===== src/logic/sldu_cfg.svh =====
// Slide unit configuration
// Word size, queue depths and vector register geometry
`ifndef SLDU_CFG_SVH
`define SLDU_CFG_SVH

// Bytes per data word
`define SLDU_NR_BYTES 8

// Queue depths
`define SLDU_INSN_DEPTH 2
`define SLDU_RESULT_DEPTH 2

// Register file shape, 4 words of 8 bytes per register
`define SLDU_REG_WORDS 4
`define SLDU_NR_REGS 8

// Width of vl and stride, counted in bytes
`define SLDU_VL_BITS 6

`endif

===== src/logic/sldu_insn_pkg.sv =====
// Instruction-side types of the slide unit
// Opcode, instruction id and the request issued by the sequencer
`include "sldu_cfg.svh"

package sldu_insn_pkg;

  // Slide direction
  typedef enum logic {
    SLIDE_UP   = 1'b0,
    SLIDE_DOWN = 1'b1
  } slide_op_e;

  // Id returned with the done pulse
  typedef logic [1:0] insn_id_t;

  // Vector register index
  typedef logic [$clog2(`SLDU_NR_REGS)-1:0] vreg_t;

  // Byte count for vl and stride
  typedef logic [`SLDU_VL_BITS-1:0] vlen_t;

  // One slide instruction, vl and stride in bytes
  typedef struct packed {
    slide_op_e op;
    insn_id_t  id;
    vreg_t     vs2;
    vreg_t     vd;
    vlen_t     vl;
    vlen_t     stride;
  } slide_req_t;

endpackage


===== src/logic/sldu_data_pkg.sv =====
// Data-side types of the slide unit
// Words, byte strobes, register-file addresses and result payloads
`include "sldu_cfg.svh"

package sldu_data_pkg;

  // One data word and its byte enables
  typedef logic [8*`SLDU_NR_BYTES-1:0] word_t;
  typedef logic [`SLDU_NR_BYTES-1:0]   strb_t;

  // Word address into the whole register file
  // vd * words per register + word index
  typedef logic [$clog2(`SLDU_NR_REGS*`SLDU_REG_WORDS)-1:0] vaddr_t;

  // One result word on its way to the register file
  typedef struct packed {
    sldu_insn_pkg::insn_id_t id;
    vaddr_t                  addr;
    word_t                   wdata;
    strb_t                   be;
    // Final word of the instruction
    logic                    last;
  } result_t;

endpackage


===== src/logic/sldu_top.sv =====
// Vector slide unit top level
// Instruction queue, slide engine, result queue and write-back in a chain
`timescale 1ns/1ps
`include "sldu_cfg.svh"

module sldu_top (
  input  logic                      clk_i,
  input  logic                      rst_ni,
  // Sequencer requests
  input  logic                      req_valid_i,
  input  sldu_insn_pkg::slide_req_t req_i,
  output logic                      req_ready_o,
  // Source operand stream
  input  logic                      operand_valid_i,
  input  sldu_data_pkg::word_t      operand_i,
  output logic                      operand_ready_o,
  // Register-file write port
  output logic                      wr_req_o,
  output sldu_data_pkg::vaddr_t     wr_addr_o,
  output sldu_data_pkg::word_t      wr_data_o,
  output sldu_data_pkg::strb_t      wr_be_o,
  input  logic                      wr_gnt_i,
  // Instruction done
  output logic                      done_valid_o,
  output sldu_insn_pkg::insn_id_t   done_id_o
);

  // Queue head to engine
  logic                      insn_valid;
  sldu_insn_pkg::slide_req_t insn;
  logic                      insn_ready;

  // Engine to result queue
  logic                      res_valid;
  sldu_data_pkg::result_t    res;
  logic                      res_ready;

  // Result queue to write-back
  logic                      wb_valid;
  sldu_data_pkg::result_t    wb_res;
  logic                      wb_ready;

  //////////////////////////////
  // Instruction queue
  //////////////////////////////

  sldu_fifo #(
    .T    (sldu_insn_pkg::slide_req_t),
    .DEPTH(`SLDU_INSN_DEPTH)
  ) u_insn_q (
    .clk_i      (clk_i),
    .rst_ni     (rst_ni),
    .in_valid_i (req_valid_i),
    .in_data_i  (req_i),
    .in_ready_o (req_ready_o),
    .out_valid_o(insn_valid),
    .out_data_o (insn),
    .out_ready_i(insn_ready)
  );

  //////////////////////////////
  // Slide engine
  //////////////////////////////

  sldu_issue u_issue (
    .clk_i          (clk_i),
    .rst_ni         (rst_ni),
    .insn_valid_i   (insn_valid),
    .insn_i         (insn),
    .insn_ready_o   (insn_ready),
    .operand_valid_i(operand_valid_i),
    .operand_i      (operand_i),
    .operand_ready_o(operand_ready_o),
    .res_valid_o    (res_valid),
    .res_o          (res),
    .res_ready_i    (res_ready)
  );

  //////////////////////////////
  // Result queue and write-back
  //////////////////////////////

  sldu_fifo #(
    .T    (sldu_data_pkg::result_t),
    .DEPTH(`SLDU_RESULT_DEPTH)
  ) u_result_q (
    .clk_i      (clk_i),
    .rst_ni     (rst_ni),
    .in_valid_i (res_valid),
    .in_data_i  (res),
    .in_ready_o (res_ready),
    .out_valid_o(wb_valid),
    .out_data_o (wb_res),
    .out_ready_i(wb_ready)
  );

  sldu_writeback u_writeback (
    .clk_i       (clk_i),
    .rst_ni      (rst_ni),
    .res_valid_i (wb_valid),
    .res_i       (wb_res),
    .res_ready_o (wb_ready),
    .wr_req_o    (wr_req_o),
    .wr_addr_o   (wr_addr_o),
    .wr_data_o   (wr_data_o),
    .wr_be_o     (wr_be_o),
    .wr_gnt_i    (wr_gnt_i),
    .done_valid_o(done_valid_o),
    .done_id_o   (done_id_o)
  );

endmodule


===== src/logic/sldu_writeback.sv =====
// Register-file write port of the slide unit
// Holds one write until granted and reports each finished instruction
`timescale 1ns/1ps

module sldu_writeback (
  input  logic                    clk_i,
  input  logic                    rst_ni,
  input  logic                    res_valid_i,
  input  sldu_data_pkg::result_t  res_i,
  output logic                    res_ready_o,
  output logic                    wr_req_o,
  output sldu_data_pkg::vaddr_t   wr_addr_o,
  output sldu_data_pkg::word_t    wr_data_o,
  output sldu_data_pkg::strb_t    wr_be_o,
  input  logic                    wr_gnt_i,
  output logic                    done_valid_o,
  output sldu_insn_pkg::insn_id_t done_id_o
);

  logic                    wr_req_q;
  sldu_data_pkg::result_t  wr_q;
  logic                    granted;
  logic                    done_valid_q;
  sldu_insn_pkg::insn_id_t done_id_q;

  // Slot frees up when empty or granted this cycle
  assign granted     = wr_req_q & wr_gnt_i;
  assign res_ready_o = ~wr_req_q | wr_gnt_i;

  always_ff @(posedge clk_i or negedge rst_ni) begin
    if (!rst_ni) begin
      wr_req_q     <= 1'b0;
      done_valid_q <= 1'b0;
    end else begin
      if (res_ready_o) wr_req_q <= res_valid_i;
      // One-cycle pulse after the last word is granted
      done_valid_q <= granted & wr_q.last;
    end
  end

  always_ff @(posedge clk_i) begin
    if (res_valid_i && res_ready_o) wr_q <= res_i;
    if (granted && wr_q.last) done_id_q <= wr_q.id;
  end

  assign wr_req_o     = wr_req_q;
  assign wr_addr_o    = wr_q.addr;
  assign wr_data_o    = wr_q.wdata;
  assign wr_be_o      = wr_q.be;
  assign done_valid_o = done_valid_q;
  assign done_id_o    = done_id_q;

endmodule


===== src/logic/sldu_issue.sv =====
// Slide engine of the slide unit
// Copies operand bytes by a byte stride into byte-enabled result words
`timescale 1ns/1ps
`include "sldu_cfg.svh"

module sldu_issue (
  input  logic                      clk_i,
  input  logic                      rst_ni,
  input  logic                      insn_valid_i,
  input  sldu_insn_pkg::slide_req_t insn_i,
  output logic                      insn_ready_o,
  input  logic                      operand_valid_i,
  input  sldu_data_pkg::word_t      operand_i,
  output logic                      operand_ready_o,
  output logic                      res_valid_o,
  output sldu_data_pkg::result_t    res_o,
  input  logic                      res_ready_i
);

  localparam int unsigned NrBytes  = `SLDU_NR_BYTES;
  localparam int unsigned ByteIdxW = $clog2(NrBytes);
  localparam int unsigned PntW     = ByteIdxW + 1;
  localparam int unsigned RegWords = `SLDU_REG_WORDS;
  localparam int unsigned WordIdxW = $clog2(RegWords);
  localparam int unsigned VlBits   = `SLDU_VL_BITS;

  typedef enum logic {
    ST_IDLE,
    ST_RUN
  } state_e;

  //////////////////////////////
  // Engine state
  //////////////////////////////

  state_e                     state_d, state_q;
  // Byte pointers inside the current input and output word, 0 to 8
  logic [PntW-1:0]            in_pnt_d, in_pnt_q;
  logic [PntW-1:0]            out_pnt_d, out_pnt_q;
  // Bytes still to issue and the end of the destination range
  logic [VlBits-1:0]          issue_cnt_d, issue_cnt_q;
  logic [VlBits-1:0]          output_limit_d, output_limit_q;
  // Word index inside the destination register
  logic [WordIdxW-1:0]        vrf_pnt_d, vrf_pnt_q;
  // Leading source words a slide-down drops unused
  logic [VlBits-ByteIdxW-1:0] skip_d, skip_q;

  // Word under assembly and the pushed result
  sldu_data_pkg::word_t       asm_data_d, asm_data_q;
  sldu_data_pkg::strb_t       asm_be_d, asm_be_q;
  sldu_data_pkg::result_t     res_d, res_q;
  logic                       res_valid_d, res_valid_q;

  //////////////////////////////
  // Byte datapath
  //////////////////////////////

  logic [PntW-1:0]            byte_count;
  logic [ByteIdxW-1:0]        rot_amt;
  logic [2*8*NrBytes-1:0]     op_dbl;
  sldu_data_pkg::word_t       op_rot;
  sldu_data_pkg::strb_t       out_en;
  sldu_data_pkg::vaddr_t      vrf_addr;
  logic                       in_done, out_done, finish;

  // Bytes moved this cycle, the smaller room of the two words
  assign byte_count = (in_pnt_q > out_pnt_q) ? PntW'(NrBytes) - in_pnt_q
                                             : PntW'(NrBytes) - out_pnt_q;

  // Rotate so input byte in_pnt lines up with output byte out_pnt
  assign rot_amt = ByteIdxW'(in_pnt_q - out_pnt_q);
  assign op_dbl  = {operand_i, operand_i};
  assign op_rot  = op_dbl[8*rot_amt +: 8*NrBytes];

  // Output window, clipped to this step and to vl
  always_comb begin
    for (int b = 0; b < NrBytes; b++) begin
      out_en[b] = (b >= int'(out_pnt_q)) &&
                  (b < int'(out_pnt_q) + int'(byte_count)) &&
                  (int'(vrf_pnt_q) * int'(NrBytes) + b < int'(output_limit_q));
    end
  end

  assign finish   = (issue_cnt_q <= VlBits'(byte_count));
  assign in_done  = (in_pnt_q + byte_count == PntW'(NrBytes)) || finish;
  assign out_done = (out_pnt_q + byte_count == PntW'(NrBytes)) || finish;

  // Register-file word address for the word being built
  assign vrf_addr = sldu_data_pkg::vaddr_t'(insn_i.vd) *
                    sldu_data_pkg::vaddr_t'(RegWords) +
                    sldu_data_pkg::vaddr_t'(vrf_pnt_q);

  //////////////////////////////
  // Slide FSM
  //////////////////////////////

  always_comb begin
    state_d         = state_q;
    in_pnt_d        = in_pnt_q;
    out_pnt_d       = out_pnt_q;
    issue_cnt_d     = issue_cnt_q;
    output_limit_d  = output_limit_q;
    vrf_pnt_d       = vrf_pnt_q;
    skip_d          = skip_q;
    asm_data_d      = asm_data_q;
    asm_be_d        = asm_be_q;
    res_d           = res_q;
    // Pending result leaves when the queue takes it
    res_valid_d     = res_valid_q & ~res_ready_i;
    insn_ready_o    = 1'b0;
    operand_ready_o = 1'b0;

    unique case (state_q)
      ST_IDLE: begin
        if (insn_valid_i) begin
          state_d        = ST_RUN;
          output_limit_d = insn_i.vl;
          if (insn_i.op == sldu_insn_pkg::SLIDE_UP) begin
            // Read from byte 0, write from the stride on
            in_pnt_d    = '0;
            out_pnt_d   = PntW'(insn_i.stride[ByteIdxW-1:0]);
            vrf_pnt_d   = WordIdxW'(insn_i.stride >> ByteIdxW);
            issue_cnt_d = insn_i.vl - insn_i.stride;
            skip_d      = '0;
          end else begin
            // Read from the stride on, write from byte 0
            in_pnt_d    = PntW'(insn_i.stride[ByteIdxW-1:0]);
            out_pnt_d   = '0;
            vrf_pnt_d   = '0;
            issue_cnt_d = insn_i.vl;
            skip_d      = insn_i.stride[VlBits-1:ByteIdxW];
          end
        end
      end

      ST_RUN: begin
        if (skip_q != '0) begin
          // Source words wholly below the stride
          operand_ready_o = 1'b1;
          if (operand_valid_i) skip_d = skip_q - 1'b1;
        end else if (operand_valid_i && (!res_valid_q || res_ready_i)) begin
          // Merge this step's bytes
          for (int b = 0; b < NrBytes; b++) begin
            if (out_en[b]) asm_data_d[8*b +: 8] = op_rot[8*b +: 8];
          end
          asm_be_d    = asm_be_q | out_en;
          in_pnt_d    = in_pnt_q + byte_count;
          out_pnt_d   = out_pnt_q + byte_count;
          issue_cnt_d = finish ? '0 : issue_cnt_q - VlBits'(byte_count);

          // Input word used up, take the next one
          if (in_done) begin
            in_pnt_d        = '0;
            operand_ready_o = 1'b1;
          end

          // Output word full or instruction over
          if (out_done) begin
            out_pnt_d   = '0;
            vrf_pnt_d   = vrf_pnt_q + 1'b1;
            res_d.id    = insn_i.id;
            res_d.addr  = vrf_addr;
            res_d.wdata = asm_data_d;
            res_d.be    = asm_be_d;
            res_d.last  = finish;
            res_valid_d = 1'b1;
            asm_be_d    = '0;
          end

          // Last word issued, retire the instruction
          if (finish) begin
            state_d      = ST_IDLE;
            insn_ready_o = 1'b1;
          end
        end
      end

      default: state_d = ST_IDLE;
    endcase
  end

  assign res_valid_o = res_valid_q;
  assign res_o       = res_q;

  always_ff @(posedge clk_i or negedge rst_ni) begin
    if (!rst_ni) begin
      state_q        <= ST_IDLE;
      in_pnt_q       <= '0;
      out_pnt_q      <= '0;
      issue_cnt_q    <= '0;
      output_limit_q <= '0;
      vrf_pnt_q      <= '0;
      skip_q         <= '0;
      asm_be_q       <= '0;
      res_valid_q    <= 1'b0;
    end else begin
      state_q        <= state_d;
      in_pnt_q       <= in_pnt_d;
      out_pnt_q      <= out_pnt_d;
      issue_cnt_q    <= issue_cnt_d;
      output_limit_q <= output_limit_d;
      vrf_pnt_q      <= vrf_pnt_d;
      skip_q         <= skip_d;
      asm_be_q       <= asm_be_d;
      res_valid_q    <= res_valid_d;
    end
  end

  // Word payloads
  always_ff @(posedge clk_i) begin
    asm_data_q <= asm_data_d;
    res_q      <= res_d;
  end

endmodule


===== src/logic/sldu_fifo.sv =====
// Circular queue with valid/ready on both sides
// Payload type is a parameter so one block serves instructions and results
`timescale 1ns/1ps

module sldu_fifo #(
  parameter type         T     = logic,
  parameter int unsigned DEPTH = 2
) (
  input  logic clk_i,
  input  logic rst_ni,
  input  logic in_valid_i,
  input  T     in_data_i,
  output logic in_ready_o,
  output logic out_valid_o,
  output T     out_data_o,
  input  logic out_ready_i
);

  localparam int unsigned PtrW = (DEPTH > 1) ? $clog2(DEPTH) : 1;
  localparam int unsigned CntW = $clog2(DEPTH + 1);

  // Storage and its bookkeeping
  T                mem_q [DEPTH];
  logic [PtrW-1:0] rd_ptr_q, wr_ptr_q;
  logic [CntW-1:0] cnt_q;
  logic            push, pop;

  // Pointer increment with wrap at DEPTH
  function automatic logic [PtrW-1:0] ptr_next(input logic [PtrW-1:0] ptr);
    logic [PtrW-1:0] nxt;
    nxt = (ptr == PtrW'(DEPTH - 1)) ? '0 : ptr + 1'b1;
    return nxt;
  endfunction

  // Full blocks the writer, empty hides the head
  assign in_ready_o  = (cnt_q != CntW'(DEPTH));
  assign out_valid_o = (cnt_q != '0);
  assign out_data_o  = mem_q[rd_ptr_q];

  assign push = in_valid_i & in_ready_o;
  assign pop  = out_valid_o & out_ready_i;

  always_ff @(posedge clk_i or negedge rst_ni) begin
    if (!rst_ni) begin
      rd_ptr_q <= '0;
      wr_ptr_q <= '0;
      cnt_q    <= '0;
    end else begin
      if (push) wr_ptr_q <= ptr_next(wr_ptr_q);
      if (pop) rd_ptr_q <= ptr_next(rd_ptr_q);
      // Occupancy moves only when exactly one side transfers
      unique case ({push, pop})
        2'b10:   cnt_q <= cnt_q + 1'b1;
        2'b01:   cnt_q <= cnt_q - 1'b1;
        default: cnt_q <= cnt_q;
      endcase
    end
  end

  // Entry write, visible at the head one cycle later
  always_ff @(posedge clk_i) begin
    if (push) mem_q[wr_ptr_q] <= in_data_i;
  end

endmodule


===== config.mk =====
export PLATFORM = sky130hd
export DESIGN_NAME = sldu_top
export DESIGN_NICKNAME = d
export VERILOG_FILES = /design/src/logic/sldu_insn_pkg.sv /design/src/logic/sldu_data_pkg.sv /design/src/logic/sldu_top.sv /design/src/logic/sldu_writeback.sv /design/src/logic/sldu_issue.sv /design/src/logic/sldu_fifo.sv
export VERILOG_INCLUDE_DIRS = /design/src /design/src/logic
export SDC_FILE = /design/constraint.sdc
export NUM_CORES = 1
export LEC_CHECK = 0
export BUFFER_PORTS_ARGS = -buffer_cell sky130_fd_sc_hd__clkbuf_2
export CELL_PAD_IN_SITES_DETAIL_PLACEMENT = 1
export CELL_PAD_IN_SITES_GLOBAL_PLACEMENT = 2
export CORE_MARGIN = 1
export CORE_UTILIZATION = 46
export DETAILED_ROUTE_END_ITERATION = 10
export PLACE_DENSITY = 0.85
export SYNTH_ARGS = -nofsm -noshare
export SYNTH_HDL_FRONTEND = slang
export SYNTH_SLANG_ARGS = --single-unit
export TNS_END_PERCENT = 20

===== constraint.sdc =====
create_clock -name clk_i -period 11.85 [get_ports clk_i]
set_clock_uncertainty 0.1 [all_clocks]
set_input_delay 1.185 -clock clk_i [delete_from_list [all_inputs] [get_ports clk_i]]
set_output_delay 1.185 -clock clk_i [all_outputs]
set_load 0.005 [all_outputs]

Yosys cells after proc, flatten, opt, wreduce, memory -nomap -nowiden
Memory sizes are Yosys's and may differ from the RTL's. A register that Yosys moved wholly into a read port is not among the register bits.
Index checks and enable logic that the tools add are counted.
{"block": "word_totals", "mem_count": 2, "out_inout_bits": 83, "elab_cells": 206, "register_bits": 191, "mem_bits_rw": 202, "in_bits": 90}
{"block": "op_classes", "muxes": 66, "n_reduce_logical": 34, "shift": 1, "order_cmp": 26, "addsub": 26, "n_eq_ne": 14, "n_bitwise": 13}
{"memory": "u_result_q.mem_q", "depth": 2, "width": 80, "rd": 1, "rd_clocked_by_memory_dff": 1, "write_ports": 1, "line_no": "sldu_fifo.sv:23", "text": "T mem_q [DEPTH];"}
{"memory": "u_insn_q.mem_q", "depth": 2, "width": 21, "rd": 1, "rd_clocked_by_memory_dff": 0, "write_ports": 1, "line_no": "sldu_fifo.sv:23"}
{"op": "$lt A32 B7 Y1", "n": 7}
{"op": "$lt A4 B32 Y1 const A", "n": 4}
{"op": "$shiftx A128 B7 Y64", "n": 1}
{"op": "$mux W8", "n": 9}
{"op": "$lt A3 B32 Y1 const A", "n": 2}
{"op": "$mux W4", "n": 9}
{"op": "$lt A1 B32 Y1 const A", "n": 1}
{"op": "$lt A2 B32 Y1 const A", "n": 1}
{"op": "$mux W6", "n": 5}
{"op": "$add A5 B3 Y6 const B", "n": 4}
{"op": "$mux W1", "n": 24}
{"op": "$logic_and A1 B1 Y1", "n": 19}
{"op": "$mux W3", "n": 6}
{"op": "$ge A3 B4 Y1 const A", "n": 4}
{"op": "$ne A2 B2 Y1 const B", "n": 8}
{"op": "$pmux W4 S2", "n": 2}
{"op": "$add A5 B2 Y6 const B", "n": 2}
{"op": "$pmux W2 S2", "n": 3}
{"op": "$pmux W6 S2", "n": 1}
{"op": "$mux W2", "n": 5}
{"op": "$reduce_and A3 Y1", "n": 3}
{"op": "$add A4 B4 Y4", "n": 2}
{"op": "$eq A4 B4 Y1 const B", "n": 2}
{"op": "$ge A1 B4 Y1 const A", "n": 2}
{"op": "other kinds (29)", "n": 54}

Logic depth before layout (Yosys ltp)
Gate-level depths: netlist of run 1.
{"block": "logic_depth", "word_depth": 10, "depth_mapped": 21, "ltp_nobuf": 21}

By module
Synthesis of run 1 repeated with hierarchy kept, for this count alone.
{"block": "hier_totals", "hier_cells": 1272, "area_unflattened_um2": 21221.6}
{"mod": "sldu_issue", "instances": 1, "seq_area_each_um2": 5200.0, "cells_per_inst": 759, "area_per_inst_um2": 10019.6}
{"mod": "sldu_fifo at u_result_q", "instances": 1, "seq_area_each_um2": 4904.7, "cells_per_inst": 266, "area_per_inst_um2": 6368.6}
{"mod": "sldu_writeback", "instances": 1, "seq_area_each_um2": 2512.4, "cells_per_inst": 165, "area_per_inst_um2": 3125.5}
{"mod": "sldu_fifo at u_insn_q", "instances": 1, "seq_area_each_um2": 1361.3, "cells_per_inst": 82, "area_per_inst_um2": 1707.9}

Least setup slack after synthesis of run 1
Ideal clock, no wire load.
{"block": "synth_timing", "kind": "input to register", "from": "in wr_gnt_i", "to": "reg u_result_q.cnt_q[1]", "t_arrival_ps": 6163, "t_required_ps": 11671, "setup_time_ps": 79, "stages": 5, "n_path_buf": 0, "path_slack_ps": 5508, "cell_sequence": "inv_1 -> a21oi_1 -> ha_1 -> nor2_1 -> xor2_1"}
{"block": "synth_via", "elab_chain_len": 4, "elab_cells_between_ends": 6, "cone_classes": "eq/ne (2); mux (1); bitwise (2); reduce/logical (1)"}
{"element": "from (decl)", "line_no": "sldu_top.sv:22", "text": "input logic wr_gnt_i,"}
{"element": "$or A1 B1 Y1 *", "line_no": "sldu_writeback.sv:28", "text": "assign res_ready_o = ~wr_req_q | wr_gnt_i;"}
{"element": "$and A1 B1 Y1 *", "line_no": "sldu_fifo.sv:41", "text": "assign pop = out_valid_o & out_ready_i;"}
{"element": "named net u_result_q.pop", "line_no": "sldu_fifo.sv:26", "text": "logic push, pop;"}
{"element": "$eq A2 B1 Y1 / $eq A2 B2 Y1 (equally long branches)", "line_no": "sldu_fifo.sv:52", "text": "unique case ({push, pop})"}
{"element": "$pmux W2 S2 / $reduce_bool A2 Y1 (equally long branches)"}
{"element": "to (signal assigned)", "line_no": "sldu_fifo.sv:53", "text": "2'b10: cnt_q <= cnt_q + 1'b1;"}
{"element": "to (signal assigned)", "line_no": "sldu_fifo.sv:54", "text": "2'b01: cnt_q <= cnt_q - 1'b1;"}
{"element": "to (signal assigned)", "line_no": "sldu_fifo.sv:55", "text": "default: cnt_q <= cnt_q;"}
{"element": "to (decl)", "line_no": "sldu_fifo.sv:25", "text": "logic [CntW-1:0] cnt_q;"}
Mark *: on every way through the listed nets, which the timed path passes. The rest lies on a longest branch.
A chain may end at the register's enable or synchronous reset.

Worst setup path in the final report of run 1
{"block": "layout_timing", "from": "reg u_issue.out_pnt_q[0]", "to": "out operand_ready_o"}
{"block": "layout_via", "elab_chain_len": 9, "elab_cells_between_ends": 11, "cone_classes": "add/sub (2); order compare (2); eq/ne (1); mux (5); reduce/logical (1)"}
{"element": "from (decl)", "line_no": "sldu_issue.sv:39", "text": "logic [PntW-1:0] out_pnt_d, out_pnt_q;"}
{"element": "from (signal assigned)", "line_no": "sldu_issue.sv:199", "text": "out_pnt_q <= out_pnt_d;"}
{"element": "$sub A4 B4 Y4 / $gt A4 B4 Y1 (equally long branches)", "line_no": "sldu_issue.sv:68, sldu_issue.sv:67"}
{"element": "$mux W4 *", "line_no": "sldu_issue.sv:67", "text": "assign byte_count = (in_pnt_q > out_pnt_q) ? PntW'(NrBytes) - in_pnt_q"}
{"element": "$add A4 B4 Y4", "line_no": "sldu_issue.sv:85", "text": "assign in_done = (in_pnt_q + byte_count == PntW'(NrBytes)) || finish;"}
{"element": "$eq A4 B4 Y1", "line_no": "sldu_issue.sv:85"}
{"element": "$logic_or A1 B1 Y1 *", "line_no": "sldu_issue.sv:85"}
{"element": "$mux W1 *", "line_no": "sldu_issue.sv:152", "text": "if (in_done) begin"}
{"element": "$mux W1 *", "line_no": "sldu_issue.sv:141", "text": "end else if (operand_valid_i && (!res_valid_q || res_ready_i)) begin"}
{"element": "$mux W1 *", "line_no": "sldu_issue.sv:137", "text": "if (skip_q != '0) begin"}
{"element": "$mux W1 *", "line_no": "sldu_issue.sv:113", "text": "unique case (state_q)"}
{"element": "to (decl)", "line_no": "sldu_top.sv:16", "text": "output logic operand_ready_o,"}
Mark *: on every way between the ends. The rest lies on a longest branch, timed or not.

==> metrics, run 1 <==
outcome finished, final reports clean; Final Hold Fails 0; drt wl/cell between 20 and 25 um; Initial DRC Count between 500 and 600; DR vias/cell about 5.4; sequential share of power between 30 and 40%; syn_nets 1,513; Seq/Total Area, Yosys roughly two thirds; relative slew slack 22.9%; Ys Warns 0; total global routing overflow 0; clk root buf clkbuf_16; post-route cell area between 0.02 and 0.025 mm2; via count 11,500; RePlAce Congestion 0.839; layout net count ~1,600; Post-synth EDFFs between 400 and 500; WHS Path Cells 0; Worst Max-Slew Pin Slew 1150 ps; period utilization between 50% and 60%; worst r2r path cells 18; kind of critical path flop to output port; H-tree level count 2; Total Power between 7 and 8 mW; Fillers roughly 4,300; final cell count without fillers roughly 2,100; setup slack, reg-to-reg between 5000 and 6000 ps; worst hold slack 319 ps; Post-Syn Area 0.0204 mm2; Async S/R FF share, synth between 9 and 10%; initial antenna violation count 3; CORE AREA between 0.04 and 0.05 mm2; Distinct cells, synth 58; CTS Buf Count 48; post-route ant nets 0; post-DP HPWL 30.9 mm; Mean Syn Cell Area about 15 um2; die span in x ~210 um; Clk pwr share between 20% and 30%; Switching Fraction roughly two fifths; first-pass GRT wire length between 70 and 80 mm; IO Count between 150 and 200; hold path endpoint u_writeback.done_id_o[1]$_DFFE_PP_; # port buffers 169; dpl cell area about 0.021 mm2; Slew Limit Fails 0; Max Buffers Root-to-Sink 3; final setup margin 5260 ps; num rows 76; # clock sinks between 400 and 500; initial core utilization a little under half; maximum vdd drop approximately 0.00018 V; Int Pwr around 4.7 mW; post-synthesis register bit count 467; max frequency 152 MHz; CTS tree built; leading cell type in the layout, fill and taps excluded edfxtp_1; DRC viols 0; required time worst endpoint about 11,000 ps; minimum clock period ~6600 ps; Worst Path Max Fanout 66; wirelength, routed approximately 47 mm; clk slew on worst S/H paths 60 ps; final setup TNS 0 ps; hold buffers post-CTS 0; Cells after Synth roughly 1,400; RSZ-0062 raised after global routing false; die area roughly 0.045 mm2; Switch Pwr 2.96 mW; Worst Hold Launch u_writeback.wr_q[79]$_DFFE_PP_; Main synth FF type edfxtp_1; Min-Delay Path Class flop to flop; number of global-route vias before repair about 12,000; FF-to-FF End u_issue.res_o[69]$_DFFE_PP_; layout cells sized above 1 a little over a quarter; # setup viols final 0; max_cap viols 0; final core utilization 53.0%; Area Overhead vs Synth 12.7%; most frequent cells in the layout edfxtp_1, clkbuf_2, mux2_2; Crit. End Element output port; postcts setup bufs 0; TritonRoute pass-1 iters 5; gr usage total a little over a fifth; largest net degree at the start of global routing 72; pre-CTS setup slack around 5500 ps; Leak around 8.6 nW; die height approximately 210 um; Clock Latency Late Sink between 500 and 600 ps; P per Cell Area 331 mW/mm2; Startpoint Class flop; crit path DAT between 5000 and 6000 ps; proportion of power drawn by combinational gates approximately 46%; Post-Place Cells about 2,000; Critical R2R Launch u_issue.out_pnt_q[0]$_DFFE_PN0P_; Critical path origin u_issue.out_pnt_q[0]$_DFFE_PN0P_; post_cts resized 0
==> metal layers <==
layer	GRT usage, %	share of wire (%)	vias up
li1	-	-	5294
met1	26.8	42	5820
met2	36.5	50	249
met3	3.79	4.6	91
met4	7.07	2.9	0
met5	0	0	-
==> cell usage after synthesis, drive strengths merged, types with 3 or more instances <==
library cell / number / area (um2)
nor2b: 6 / 37.5
o221ai: 4 / 35.0
ha: 28 / 350
o21a: 6 / 45.0
a21oi: 68 / 340
dfrtp: 45 / 1130
buf: 100 / 682
or2: 6 / 37.5
a32oi: 3 / 26.3
nor3: 8 / 45.0
edfxtp: 422 / 12700
nor4: 3 / 18.8
clkbuf: 36 / 135
and3: 3 / 18.8
xnor2: 15 / 131
and2: 3 / 18.8
or3: 6 / 37.5
a211oi: 9 / 72.6
o22ai: 3 / 18.8
nand2b: 15 / 93.8
nor2: 71 / 267
o21ai: 90 / 450
xor2: 12 / 105
mux2: 161 / 1810
a21o: 6 / 45.0
a211o: 6 / 52.6
mux2i: 92 / 921
nand2: 93 / 349
fa: 5 / 100
nand3: 5 / 25.0
inv: 35 / 131
nand4: 3 / 18.8
==> final cells by class <==
type,count,area [um2],share of cell area (%)
antenna,2,5.00,0.0217
clock buffer,59,1290,5.62
clock inverter,28,340,1.48
inverter,35,133,0.576
multi-input combinational,752,5760,25.0
sequential,467,13800,59.9
tap,585,732,3.18
timing repair buffer,185,966,4.19
==> state kept, by name, indices dropped and copies added, names as in the netlist, 2 cells and up <==
signal,cells
u_writeback.wr_q,3
u_issue.in_pnt_q,4
u_issue.output_limit_q,6
u_result_q.cnt_q,2
u_writeback.wr_data_o,64
u_writeback.wr_be_o,8
u_writeback.wr_addr_o,5
u_result_q.mem_q,160
u_insn_q.cnt_q,2
u_issue.asm_data_q,64
u_issue.skip_q,3
u_issue.vrf_pnt_q,2
u_issue.out_pnt_q,4
u_writeback.done_id_o,2
u_issue.res_o,80
u_issue.asm_be_q,8
u_insn_q.mem_q,36
u_issue.issue_cnt_q,6
==> critical path, cell delays in order (launching register included) <==
cell	delay [ps]
dfrtp_1	540
ha_2	340
buf_4	320
and4_1	290
nor3_2	390
mux2_2	450
inv_1	70
ha_1	150
xor2_1	340
inv_1	100
ha_1	340
nor2b_1	150
o21a_1	180
or2_1	240
a211o_1	340
o41a_1	140
o22ai_1	190
clkbuf_2	160
==> power groups by stage <==
stage	clock network [mW]	logic (mW)	registers (mW)
floorplan	0	2.57	2.54
global placement	0	3.35	2.60
detailed placement	0	3.47	2.62
CTS	1.61	3.51	2.59
global route	1.66	3.79	2.63
finish	1.57	3.47	2.59
==> cell families after synthesis <==
family | synth area share (%)
adder cells (fa/ha/maj) | 2.20
buffers and inverters | 4.64
AO/OA/AOI/OAI | 6.15
AND/OR/NAND/NOR | 4.94
flip-flops | 67.5
multiplexers | 13.4
XOR/XNOR | 1.16
==> worst max path at each step <==
stage          slack [ps]  cells after the start                         endpoint
2_1_floorplan        5510                      5  u_result_q.cnt_q[1]$_DFFE_PN0P_
5_1_grt              4970                     17                  operand_ready_o
3_3_place_gp         5640                     18      u_issue.res_o[63]$_DFFE_PP_
3_5_place_dp         5550                     18      u_issue.res_o[63]$_DFFE_PP_
6_report             5260                     17                  operand_ready_o
4_1_cts              5250                     17                  operand_ready_o
Note: power is estimated with default switching activity, not from simulation.
==> run 2, diff against run 1 <==
--- a/config.mk
+++ b/config.mk
@@ -6,13 +6,14 @@
 export SDC_FILE = /design/constraint.sdc
 export NUM_CORES = 1
 export LEC_CHECK = 0
+export ABC_AREA = 1
 export BUFFER_PORTS_ARGS = -buffer_cell sky130_fd_sc_hd__clkbuf_2
 export CELL_PAD_IN_SITES_DETAIL_PLACEMENT = 1
 export CELL_PAD_IN_SITES_GLOBAL_PLACEMENT = 2
 export CORE_MARGIN = 1
-export CORE_UTILIZATION = 46
+export CORE_UTILIZATION = 36
 export DETAILED_ROUTE_END_ITERATION = 10
-export PLACE_DENSITY = 0.85
+export PLACE_DENSITY = 0.77
 export SYNTH_ARGS = -nofsm -noshare
 export SYNTH_HDL_FRONTEND = slang
 export SYNTH_SLANG_ARGS = --single-unit
==> constraint.sdc (replaced) <==
create_clock -name clk_i -period 5.48 [get_ports clk_i]
set_clock_uncertainty 0.1 [all_clocks]
set_input_delay 0.548 -clock clk_i [delete_from_list [all_inputs] [get_ports clk_i]]
set_output_delay 0.548 -clock clk_i [all_outputs]
set_load 0.005 [all_outputs]
==> run 2 against run 1 <==
  * Utilization decreased by 12 points
  * Design area up 1.6%
  * Flip-flop and latch count did not move
==> metrics, run 2 <==
crit path DAT 5080 ps; WHS Path Cells 1; Worst Hold Launch req_i[3]; Async S/R FF share, synth ~9.6%; wirelength, routed approximately 53 mm; Slowest-stage cell, CP fa_1; FF-to-FF End u_issue.res_o[23]$_DFFE_PP_; max reg flops 160; layout cells sized above 1 between 10 and 15%; # setup viols final 0; leading area contributor after synthesis edfxtp_1; Critical R2R Launch u_issue.out_pnt_q[2]$_DFFE_PN0P_; via count about 13,000; worst r2r path cells 19; # port buffers between 150 and 200; die span in x about 240 um; die area around 0.058 mm2; post-DP HPWL approximately 38 mm; gr usage total between 10% and 20%; Post-synth EDFFs between 400 and 500; Clock Latency Late Sink roughly 600 ps; Ys Warns 0; max_cap viols 0; Slew Limit Fails 0; TritonRoute pass-1 iters 5; synth cell count leaders nand2_1, edfxtp_1, o21ai_0; Worst Path Max Fanout 20; DRC viols 0; Seq/Total Area, Yosys approximately 67%; number of global-route vias before repair about 14,000; Crit. End Element flop; clk root buf clkbuf_16; DR vias/cell approximately 4.8; Main synth FF type edfxtp_1; Worst path most repeated cell nand2_1; period utilization 89.8%; relative slew slack 22.4%; Max Buffers Root-to-Sink 3; cells along the critical path inv_1, ha_1, nand2_1, inv_1, nand2_1, nand3_1, nand2_1, nand2_1, ha_1, inv_1, fa_1, inv_1, nor3_1, nand2_1, nand2_1, nand2_1, clkinv_2, buf_4, buf_4; Bufs and invs on worst path 7; Worst path top cell family by delay adder cells; post-synth top area share roughly 62%; layout net count around 2,100; Cells after Synth 1,912; post-route ant nets 0; setup slack, reg-to-reg ~560 ps; required time worst endpoint ~5600 ps; minimum clock period slightly below 5000 ps; Post-Syn Area just over 0.02 mm2; die height approximately 240 um; Min-Delay Path Class primary input to flop; Distinct cells, synth 48; Startpoint Class flop; CORE AREA between 0.05 and 0.06 mm2; outcome finished, final reports clean; post-route cell area about 0.023 mm2; num rows 87; total global routing overflow 0; syn_nets between 2,000 and 2,500; drt wl/cell about 19 um; initial antenna violation count 6; Final Hold Fails 0; Area Overhead vs Synth 13.7%; # clock sinks approximately 470; post_cts resized 0; Worst Max-Slew Pin Slew between 1000 and 1500 ps; CTS tree built; RSZ-0062 raised after global routing false; Initial DRC Count between 700 and 800; clk slew on worst S/H paths 60 ps; final setup TNS 0 ps; max frequency 203 MHz; largest net degree at the start of global routing 97; dpl cell area around 0.022 mm2; post-synthesis register bit count between 400 and 500; Area contributors post-synth edfxtp_1, nand2_1, dfrtp_1; H-tree level count 2; RePlAce Congestion between 0.8 and 0.9; IO Count approximately 170; CTS Buf Count a little over 50; Mean Syn Cell Area 10.8 um2; initial core utilization a little over a third; most frequent cells in the layout nand2_1, edfxtp_1, o21ai_0; hold path endpoint u_insn_q.mem_q[0][3]$_DFFE_PP_; slowest cell delay on critical path 610 ps; first-pass GRT wire length around 80 mm; top-count cell post-synth nand2_1; kind of critical path flop to flop; Largest Register u_result_q.mem_q; final core utilization about two fifths; leading cell type in the layout, fill and taps excluded nand2_1
run 2: changes by cell type in the layout (fill, tap and decap cells not counted), sizes merged, moves of 14 or more:
cell / change
a21oi: -37
a31oi: +14
inv: +90
mux2: -161
mux2i: -89
nand2: +631
nand2b: -15
nand3: +53
o21ai: +103
run 2: cell type report:
type                            instances  area [um2]
Antenna cell                            2        5.00
Clock buffer                           59        1320
Clock inverter                         34         317
Fill cell                            6155       33100
Inverter                              122         463
Multi-Input combinational cell       1176        5520
Sequential cell                       467       13800
Tap cell                              756         946
Timing Repair Buffer                  194        1050
run 2: layer usage:
layer	up-vias	share of wire [%]	wire, um	global-route usage (%)
li1	6568	-	-	-
met1	6583	43	23100	23.7
met2	205	50	26300	32.2
met3	90	3.7	1980	3.58
met4	8	3.3	1750	6.35
met5	-	0.081	43	0
run 2: repair_timing:
| item | 4_1_cts | 5_1_grt |
|---|---|---|
| setup buffers | 0 | 0 |
| hold buffers | 1 | 0 |
| endpoints found under the hold margin | 45 | 0 |
run 2: worst max-delay path by stage:
stage	depth (start not counted)	start	slack (ps)	to
CTS	19	u_issue.out_pnt_q[2]$_DFFE_PN0P_	510	u_issue.res_o[23]$_DFFE_PP_
global route	19	u_issue.out_pnt_q[2]$_DFFE_PN0P_	120	u_issue.res_o[14]$_DFFE_PP_
detailed placement	19	u_issue.out_pnt_q[2]$_DFFE_PN0P_	520	u_issue.res_o[15]$_DFFE_PP_
finish	19	u_issue.out_pnt_q[2]$_DFFE_PN0P_	560	u_issue.res_o[23]$_DFFE_PP_
floorplan	15	u_issue.out_pnt_q[1]$_DFFE_PN0P_	330	u_issue.res_o[0]$_DFFE_PP_
global placement	19	u_issue.out_pnt_q[1]$_DFFE_PN0P_	650	u_issue.res_o[50]$_DFFE_PP_
run 2: kinds of logic after synthesis:
kind of cell	synth area share [%]
xor+xnor	0.881
simple gates	16.4
buf+inv	6.48
mux	0.146
compound gates	6.85
fa+ha+maj	2.19
flops	67.0
run 2: worst register-to-register path: stages, from the launching register on:
cell and delay, ps:
dfrtp_1 450, inv_1 130, ha_1 410, nand2_1 110
inv_1 50, nand2_1 150, nand3_1 180, nand2_1 100
nand2_1 120, ha_1 480, inv_1 150, fa_1 610
inv_1 110, nor3_1 320, nand2_1 100, nand2_1 90
nand2_1 200, clkinv_2 210, buf_4 220, buf_4 300
run 2: through the flow:
stage | hold slack [ps] | std cells | setup slack (ps)
6_report | 54.4 | 2810 | 557
5_1_grt | 18.9 | 2809 | 121
4_1_cts | 18.4 | 2808 | 509
3_5_place_dp | 310 | 2714 | 515
3_3_place_gp | 312 | 2714 | 647
2_1_floorplan | 152 | 1912 | 327
Power of run 2 is not shown: default switching activity piles up to over one toggle a cycle in this logic, so the estimate is an artifact.
